$ cat config.mk
export PLATFORM = sky130hd
export DESIGN_NAME = lobby_top
export DESIGN_NICKNAME = d
export VERILOG_FILES = /design/src/hw/lobby_pkg.sv /design/src/hw/game_ctrl.sv /design/src/hw/invite_screen.sv /design/src/hw/play_screen.sv /design/src/hw/lcd_row_driver.sv /design/src/hw/lobby_top.sv
export SDC_FILE = /design/constraint.sdc
export NUM_CORES = 1
export LEC_CHECK = 0
export ABC_CLOCK_PERIOD_IN_PS = 2400
export BUFFER_PORTS_ARGS = -buffer_cell sky130_fd_sc_hd__buf_2
export CAP_MARGIN = 40
export CORE_ASPECT_RATIO = 0.8
export CORE_MARGIN = 2
export CORE_UTILIZATION = 40
export DETAILED_ROUTE_END_ITERATION = 6
export PLACE_DENSITY = 0.54
export SLEW_MARGIN = 10
export SYNTH_ARGS = -nofsm -noshare
export SYNTH_HDL_FRONTEND = slang
export SYNTH_SLANG_ARGS = --single-unit
$ cat constraint.sdc
create_clock -name clk -period 2.4 [get_ports clk]
set_input_delay 0.48 -clock clk [delete_from_list [all_inputs] [get_ports clk]]
set_output_delay 0.48 -clock clk [all_outputs]
set_load 0.005 [all_outputs]
$ cat src/hw/lobby_pkg.sv
`default_nettype none

package lobby_pkg;

	//////////////////////////////
	// Game states
	//////////////////////////////

	typedef enum logic [1:0]
	{
		ST_IDLE   = 2'd0,
		ST_INVITE = 2'd1,
		ST_PLAY   = 2'd2,
		ST_RESULT = 2'd3
	} game_state_t;

	//////////////////////////////
	// Display geometry
	//////////////////////////////

	localparam int NUM_COLS = 16;
	localparam int CHAR_W   = 8;
	localparam int COL_W    = 4;
	localparam int ROW_W    = 128; // NUM_COLS * CHAR_W

	//////////////////////////////
	// Screen timing, in sec_tick units
	//////////////////////////////

	localparam int INVITE_SECONDS = 15;
	localparam int ROUND_SECONDS  = 10;
	localparam int RESULT_SECONDS = 3;

	localparam int TIMER_W = 4; // Wide enough for every timer above
	localparam int BCD_W   = 4; // One decimal digit

	//////////////////////////////
	// Character codes and fixed texts
	//////////////////////////////

	localparam logic [CHAR_W-1:0] CH_BLANK = 8'h20;
	localparam logic [CHAR_W-1:0] CH_ZERO  = 8'h30; // Digits follow in order

	// Column 0 lands in the top byte
	localparam logic [ROW_W-1:0] IDLE_TEXT = "PRESS INVITE    ";

	localparam logic [ROW_W/2-1:0] INVITE_WORD = "INVITE? ";

	// Pieces of the play and result rows
	localparam logic [5*CHAR_W-1:0]  TIME_WORD  = "TIME ";
	localparam logic [7*CHAR_W-1:0]  SCORE_WORD = " SCORE ";
	localparam logic [12*CHAR_W-1:0] FINAL_WORD = "FINAL SCORE ";

	//////////////////////////////
	// Digit formatting
	//////////////////////////////

	function automatic logic [CHAR_W-1:0] digit_char(input logic [BCD_W-1:0] digit);
		return CH_ZERO + {{(CHAR_W-BCD_W){1'b0}}, digit};
	endfunction

	// Binary 0..15 to two decimal characters, leading zero kept
	function automatic logic [2*CHAR_W-1:0] two_digits(input logic [TIMER_W-1:0] value);
		logic               tens;
		logic [TIMER_W-1:0] ones;
		tens = (value >= TIMER_W'(10));
		ones = tens ? value - TIMER_W'(10) : value;
		return {digit_char({{(BCD_W-1){1'b0}}, tens}), digit_char(ones)};
	endfunction

endpackage

`default_nettype wire

$ cat src/hw/game_ctrl.sv
`timescale 1ns/10ps
`default_nettype none

module game_ctrl
(
	input  wire logic               clk,
	input  wire logic               rst_n,
	input  wire logic               sec_tick,
	input  wire logic               btn_invite,
	input  wire logic               btn_accept,
	input  wire logic               btn_reject,
	input  wire logic               invite_timeout,
	input  wire logic               round_over,
	output lobby_pkg::game_state_t  game_state
);

	import lobby_pkg::*;

	game_state_t        state_d;
	logic [TIMER_W-1:0] hold_cnt; // Result screen time left
	logic               hold_done;

	//////////////////////////////
	// Result hold timer
	//////////////////////////////

	// Reloads outside RESULT, so it is full on entry
	always_ff @(posedge clk or negedge rst_n)
	begin
		if (!rst_n)
			hold_cnt <= TIMER_W'(RESULT_SECONDS);
		else if (game_state != ST_RESULT)
			hold_cnt <= TIMER_W'(RESULT_SECONDS);
		else if (sec_tick && (hold_cnt != '0))
			hold_cnt <= hold_cnt - 1'b1;
	end

	assign hold_done = (game_state == ST_RESULT) && (hold_cnt == '0);

	//////////////////////////////
	// Next state
	//////////////////////////////

	always_comb
	begin
		state_d = game_state; // Stay by default
		case (game_state)
			ST_IDLE:
			begin
				if (btn_invite)
					state_d = ST_INVITE;
			end
			ST_INVITE:
			begin
				// Accept has priority
				if (btn_accept)
					state_d = ST_PLAY;
				else if (btn_reject || invite_timeout)
					state_d = ST_IDLE;
			end
			ST_PLAY:
			begin
				if (round_over)
					state_d = ST_RESULT;
			end
			ST_RESULT:
			begin
				if (hold_done)
					state_d = ST_IDLE;
			end
			default:
				state_d = ST_IDLE;
		endcase
	end

	//////////////////////////////
	// State register
	//////////////////////////////

	always_ff @(posedge clk or negedge rst_n)
	begin
		if (!rst_n)
			game_state <= ST_IDLE;
		else
			game_state <= state_d;
	end

endmodule

`default_nettype wire

$ cat src/hw/invite_screen.sv
`timescale 1ns/10ps
`default_nettype none

module invite_screen
(
	input  wire logic                         clk,
	input  wire logic                         rst_n,
	input  wire logic                         sec_tick,
	input  wire lobby_pkg::game_state_t       game_state,
	output logic                              invite_timeout,
	output logic [lobby_pkg::ROW_W-1:0]       invite_row
);

	import lobby_pkg::*;

	logic [TIMER_W-1:0]  cnt;         // Seconds left to answer
	logic [2*CHAR_W-1:0] count_chars;

	//////////////////////////////
	// Countdown
	//////////////////////////////

	always_ff @(posedge clk or negedge rst_n)
	begin
		if (!rst_n)
			cnt <= TIMER_W'(INVITE_SECONDS);
		else if (game_state != ST_INVITE)
			cnt <= TIMER_W'(INVITE_SECONDS); // Ready for the next invite
		else if (sec_tick && (cnt != '0))
			cnt <= cnt - 1'b1;
	end

	// Counter sits at 0 for one cycle in IDLE after leaving, hence the state term
	assign invite_timeout = (cnt == '0) && (game_state == ST_INVITE);

	//////////////////////////////
	// Screen text
	//////////////////////////////

	always_comb
	begin
		if (cnt == '0)
			count_chars = {CH_BLANK, CH_BLANK}; // Field goes blank at timeout
		else
			count_chars = two_digits(cnt);
	end

	// " nn INVITE?     "
	assign invite_row = {
		CH_BLANK,
		count_chars,
		CH_BLANK,
		INVITE_WORD,
		{4{CH_BLANK}}
	};

endmodule

`default_nettype wire

$ cat src/hw/play_screen.sv
`timescale 1ns/10ps
`default_nettype none

module play_screen
(
	input  wire logic                         clk,
	input  wire logic                         rst_n,
	input  wire logic                         sec_tick,
	input  wire logic                         btn_hit,
	input  wire lobby_pkg::game_state_t       game_state,
	output logic                              round_over,
	output logic [lobby_pkg::ROW_W-1:0]       play_row
);

	import lobby_pkg::*;

	logic [TIMER_W-1:0] time_left;
	logic [BCD_W-1:0]   score_tens;
	logic [BCD_W-1:0]   score_ones;
	logic               score_max;

	assign score_max = (score_tens == BCD_W'(9)) && (score_ones == BCD_W'(9));

	//////////////////////////////
	// Round timer
	//////////////////////////////

	always_ff @(posedge clk or negedge rst_n)
	begin
		if (!rst_n)
			time_left <= TIMER_W'(ROUND_SECONDS);
		else if (game_state == ST_IDLE)
			time_left <= TIMER_W'(ROUND_SECONDS);
		else if ((game_state == ST_PLAY) && sec_tick && (time_left != '0))
			time_left <= time_left - 1'b1;
	end

	// Stays high through RESULT, the timer only reloads in IDLE
	assign round_over = (time_left == '0) &&
		((game_state == ST_PLAY) || (game_state == ST_RESULT));

	//////////////////////////////
	// Hit counter, two BCD digits
	//////////////////////////////

	always_ff @(posedge clk or negedge rst_n)
	begin
		if (!rst_n)
		begin
			score_tens <= '0;
			score_ones <= '0;
		end
		else if (game_state == ST_IDLE)
		begin
			score_tens <= '0;
			score_ones <= '0;
		end
		else if ((game_state == ST_PLAY) && btn_hit && !score_max)
		begin
			if (score_ones == BCD_W'(9))
			begin
				score_ones <= '0;
				score_tens <= score_tens + 1'b1; // Carry
			end
			else
				score_ones <= score_ones + 1'b1;
		end
	end

	//////////////////////////////
	// Screen text
	//////////////////////////////

	always_comb
	begin
		if (game_state == ST_RESULT)
			play_row = {FINAL_WORD, digit_char(score_tens), digit_char(score_ones),
				CH_BLANK, CH_BLANK};
		else
			play_row = {TIME_WORD, two_digits(time_left), SCORE_WORD,
				digit_char(score_tens), digit_char(score_ones)};
	end

endmodule

`default_nettype wire

$ cat src/hw/lcd_row_driver.sv
`timescale 1ns/10ps
`default_nettype none

module lcd_row_driver
(
	input  wire logic                          clk,
	input  wire logic                          rst_n,
	input  wire lobby_pkg::game_state_t        game_state,
	input  wire logic [lobby_pkg::ROW_W-1:0]   invite_row,
	input  wire logic [lobby_pkg::ROW_W-1:0]   play_row,
	output logic                               lcd_we,
	output logic [lobby_pkg::COL_W-1:0]        lcd_addr,
	output logic [lobby_pkg::CHAR_W-1:0]       lcd_char
);

	import lobby_pkg::*;

	logic [ROW_W-1:0] row_next;
	logic [ROW_W-1:0] row_q;   // Row being shown
	logic [COL_W-1:0] col_cnt;

	//////////////////////////////
	// Row select
	//////////////////////////////

	always_comb
	begin
		case (game_state)
			ST_INVITE:          row_next = invite_row;
			ST_PLAY, ST_RESULT: row_next = play_row;
			default:            row_next = IDLE_TEXT;
		endcase
	end

	always_ff @(posedge clk)
		row_q <= row_next; // One cycle behind the state

	//////////////////////////////
	// Column walk
	//////////////////////////////

	always_ff @(posedge clk or negedge rst_n)
	begin
		if (!rst_n)
		begin
			lcd_we  <= 1'b0;
			col_cnt <= '0;
		end
		else
		begin
			lcd_we <= 1'b1; // Writes run continuously from here on
			if (lcd_we)
				col_cnt <= (col_cnt == COL_W'(NUM_COLS-1)) ? '0 : col_cnt + 1'b1;
		end
	end

	assign lcd_addr = col_cnt;
	assign lcd_char = row_q[ROW_W-1 - CHAR_W*col_cnt -: CHAR_W]; // Column 0 is the top byte

endmodule

`default_nettype wire

$ cat src/hw/lobby_top.sv
`timescale 1ns/10ps
`default_nettype none

module lobby_top
(
	input  wire logic                          clk,
	input  wire logic                          rst_n,
	input  wire logic                          sec_tick,
	input  wire logic                          btn_invite,
	input  wire logic                          btn_accept,
	input  wire logic                          btn_reject,
	input  wire logic                          btn_hit,
	output logic                               lcd_we,
	output logic [lobby_pkg::COL_W-1:0]        lcd_addr,
	output logic [lobby_pkg::CHAR_W-1:0]       lcd_char
);

	import lobby_pkg::*;

	game_state_t      game_state;
	logic             invite_timeout;
	logic             round_over;
	logic [ROW_W-1:0] invite_row;
	logic [ROW_W-1:0] play_row;

	//////////////////////////////
	// Control
	//////////////////////////////

	game_ctrl ctrl_i
	(
		.clk            (clk),
		.rst_n          (rst_n),
		.sec_tick       (sec_tick),
		.btn_invite     (btn_invite),
		.btn_accept     (btn_accept),
		.btn_reject     (btn_reject),
		.invite_timeout (invite_timeout),
		.round_over     (round_over),
		.game_state     (game_state)
	);

	//////////////////////////////
	// Screens and display
	//////////////////////////////

	invite_screen invite_i
	(
		.clk            (clk),
		.rst_n          (rst_n),
		.sec_tick       (sec_tick),
		.game_state     (game_state),
		.invite_timeout (invite_timeout),
		.invite_row     (invite_row)
	);

	play_screen play_i
	(
		.clk        (clk),
		.rst_n      (rst_n),
		.sec_tick   (sec_tick),
		.btn_hit    (btn_hit),
		.game_state (game_state),
		.round_over (round_over),
		.play_row   (play_row)
	);

	lcd_row_driver driver_i
	(
		.clk        (clk),
		.rst_n      (rst_n),
		.game_state (game_state),
		.invite_row (invite_row),
		.play_row   (play_row),
		.lcd_we     (lcd_we),
		.lcd_addr   (lcd_addr),
		.lcd_char   (lcd_char)
	);

endmodule

`default_nettype wire

==> metrics.md <==
| Metric | Value |
|---|---|
| TritonRoute pass-1 iters | `4` |
| Vias | `2,704` |
| Vias per inst | `5.26` |
| Synth area leader | `dfxtp_1` |
| Grt ovf | `0` |
| Sequential area share after synthesis | `43.0%` |
| Clk root buf | `clkbuf_8` |
| Antenna-violating nets left | `0` |
| Vias in the first global route | `2,686` |
| GP Congestion | `0.830` |
| Die ar. | `9650 um^2` |
| Period utilization | `102%` |
| Post-synth top area share | `23.7%` |
| Fin. max-slew vios | `0` |
| H-tree depth | `3` |
| Die height | `88.3 um` |
| Max Root-Sink Buffers | `2` |
| Hold crit path type | `input pin to async pin` |
| CP endpoint kind | `output port` |
| Detailed Route WL | `8440 um` |
| Fin area | `4250 um^2` |
| Worst-case vdd ir drop | `622 uV` |
| Initial antenna violation count | `0` |
| Diodes inserted | `0` |
| Status | `complete, but fails checks` |
| Cts bufs inserted | `9` |
| Fin nets | `427` |
| Max cap viols | `0` |
| Rows | `30` |
| Slew @ Worst Pin | `0.666 ns` |
| Slew headroom | `55.6%` |
| Fraction of registers with async set/reset | `39.1%` |
| Post-synth top cells | `dfxtp_1, nand2_1, nor2_1` |
| Die X | `109 um` |
| Syn_nets | `394` |
| CP Data Arrival Time | `1.97 ns` |
| Main synth FF type | `dfxtp_1` |
| Setup TNS | `-0.0743 ns` |
| Number of distinct library cells after synthesis | `57` |
| FILL cells | `814` |
| Synth Area per Inst | `9.76 um^2` |
| HPWL after detailed placement | `5550 um` |
| Most common cell in the netlist | `dfxtp_1` |
| Area after DPL | `3770 um^2` |
| Cts hold-fix bufs | `0` |
| Largest net degree at the start of global routing | `28` |
| Worst-path clk slew | `0.08 ns` |
| Starting DRT DRC Count | `118` |
| Final cell count without fillers | `514` |
| Clk_skew | `0.00765 ns` |
| Max frequency | `409 MHz` |
| Ys Warns | `0` |
| Tot Pwr | `5.09 mW` |
| RSZ-0062 raised after global routing | `yes` |
| Synth top area cells | `dfxtp_1, dfrtp_1, ha_1` |
| Yosys reg bits | `69` |
| Final WS setup | `-0.0452 ns` |
| Post-Synthesis Cells | `364` |
| DRC violations left | `0` |
| Crit path max fanout | `6` |
| # IOs | `20` |
| TritonCTS clock tree | `yes` |
| Drt wl/cell | `16.4 um` |
| Kind of critical path | `flop to output port` |
| PD cells | `1200 nW/um^2` |
| Worst slack, placed | `0.256 ns` |
| Clock sinks | `69` |
| Final Hold Vio Count | `0` |
| Worst EP required | `1.92 ns` |
| Synth-to-Final Area Change | `19.6%` |
| Worst-Skew Late Latency | `0.34 ns` |
| Violated checks | `setup timing` |
| Layout cells sized above 1 | `26.6%` |
| Core area | `8560 um^2` |
| PortBufs | `18` |
| Starting Density | `41.5%` |
| Static Leak | `1.88 nW` |
| DP Cell Count | `480` |
| Number of synthesized flops with an enable pin | `0` |
| Min Tclk post-route | `2.45 ns` |
| Final count of negative-setup-slack endpoints | `3` |
| Mapped Area | `3550 um^2` |
| Worst setup SP type | `flop` |
| Global-route wire length before repair | `14,000 um` |
| GRT Overall Usage | `19.2%` |
routing by layer:
layer  track usage, %  vias up  part of all wire, %  routed length (um)
met3             6.48        4                  4.6                 387
met4             6.21        0                 0.57                  48
met2             28.2       53                   44                3690
met5                0        -                    0                   0
li1                 -     1339                    -                   -
met1             26.7     1308                   51                4310
final cells by class:
cell class / instances / area [um^2] / share of cell area [%]
multi-input combinational: 249 / 1930 / 45.5
clock buffer: 12 / 135 / 3.18
timing repair buffer: 45 / 390 / 9.19
clock inverter: 4 / 25.0 / 0.589
sequential: 69 / 1530 / 36.0
inverter: 23 / 93.8 / 2.21
tap: 112 / 140 / 3.30
worst paths after layout:
check / from / to / slack (ns) / depth (start not counted)
worst max-delay path: driver_i.lcd_addr[0] / lcd_char[2] / -0.05 / 7
worst min-delay path: rst_n / driver_i.lcd_we / 0.16 / 1
worst max register to register: play_i.time_left[0] / ctrl_i.game_state[0] / 0.27 / 6
worst min register to register: ctrl_i.hold_cnt[1] / ctrl_i.hold_cnt[1] / 0.52 / 2
max in group asynchronous: rst_n / driver_i.lcd_addr[0] / 1.76 / 1
min in group clk: btn_accept / flop / 0.44 / 3
cells in the final DEF (no fill, tap or decap), types with 3 or more instances in the layout:
| cell | n |
|---|---|
| dfrtp_1 | 16 |
| ha_1 | 23 |
| nand2_1 | 33 |
| nor3_1 | 9 |
| buf_4 | 15 |
| buf_2 | 18 |
| a21oi_1 | 11 |
| mux2i_1 | 11 |
| dfxtp_1 | 42 |
| buf_12 | 6 |
| nand3_1 | 7 |
| inv_1 | 21 |
| xnor2_1 | 9 |
| mux4_2 | 7 |
| and3_1 | 3 |
| o211ai_1 | 8 |
| o21ai_0 | 7 |
| nor2_1 | 26 |
| dfrtp_2 | 3 |
| nand3b_1 | 5 |
| o31ai_1 | 4 |
| and2_1 | 16 |
| clkbuf_1 | 3 |
| xor2_1 | 4 |
| dfstp_2 | 8 |
| buf_6 | 6 |
| mux2_2 | 7 |
| nand4_1 | 8 |
| clkbuf_8 | 9 |
power breakdown:
group	leakage, nW	internal [mW]	total (mW)	switching [mW]
Combinational	1.11	1.17	2.48	1.31
Sequential	0.679	1.48	1.81	0.331
Clock	0.0847	0.375	0.803	0.428
cells by family after synthesis:
logic type,share of synthesized area (%)
buf+inv,5.36
simple gates,17.5
xor+xnor,3.21
compound gates,11.9
fa+ha+maj,8.10
other cells,0.211
flops,43.0
mux,10.7
timing repair:
item | 4_1_cts | 5_1_grt
setup buffers | 13 | 5
pin swaps | 9 | 7
cloned | 2 | 0
resized for setup | 20 | 19
endpoints found under the setup margin | 4 | 6
state kept, by name, summed over array words and instances, names as in the netlist, named ones only:
| signal | count |
|---|---|
| driver_i.lcd_we | 1 |
| play_i.score_tens | 4 |
| ctrl_i.hold_cnt | 4 |
| driver_i.lcd_addr | 4 |
| play_i.time_left | 4 |
| play_i.score_ones | 4 |
| invite_i.cnt | 4 |
| driver_i.row_q | 42 |
| ctrl_i.game_state | 1 |
metrics by stage:
stage	util, %	hold WS, ns
2_1_floorplan	-	0.184
3_3_place_gp	44.0	0.503
3_5_place_dp	44.0	0.505
4_1_cts	48.6	0.178
5_1_grt	49.6	0.189
6_report	49.6	0.164
critical path: stages (launching register included):
cell      delay [ns]
dfrtp_2         0.43
buf_12          0.15
buf_12          0.13
nor4bb_1        0.13
a31oi_1         0.20
o311ai_2        0.17
a221oi_2        0.26
buf_2           0.16
Power figures use the tool's default switching activity.
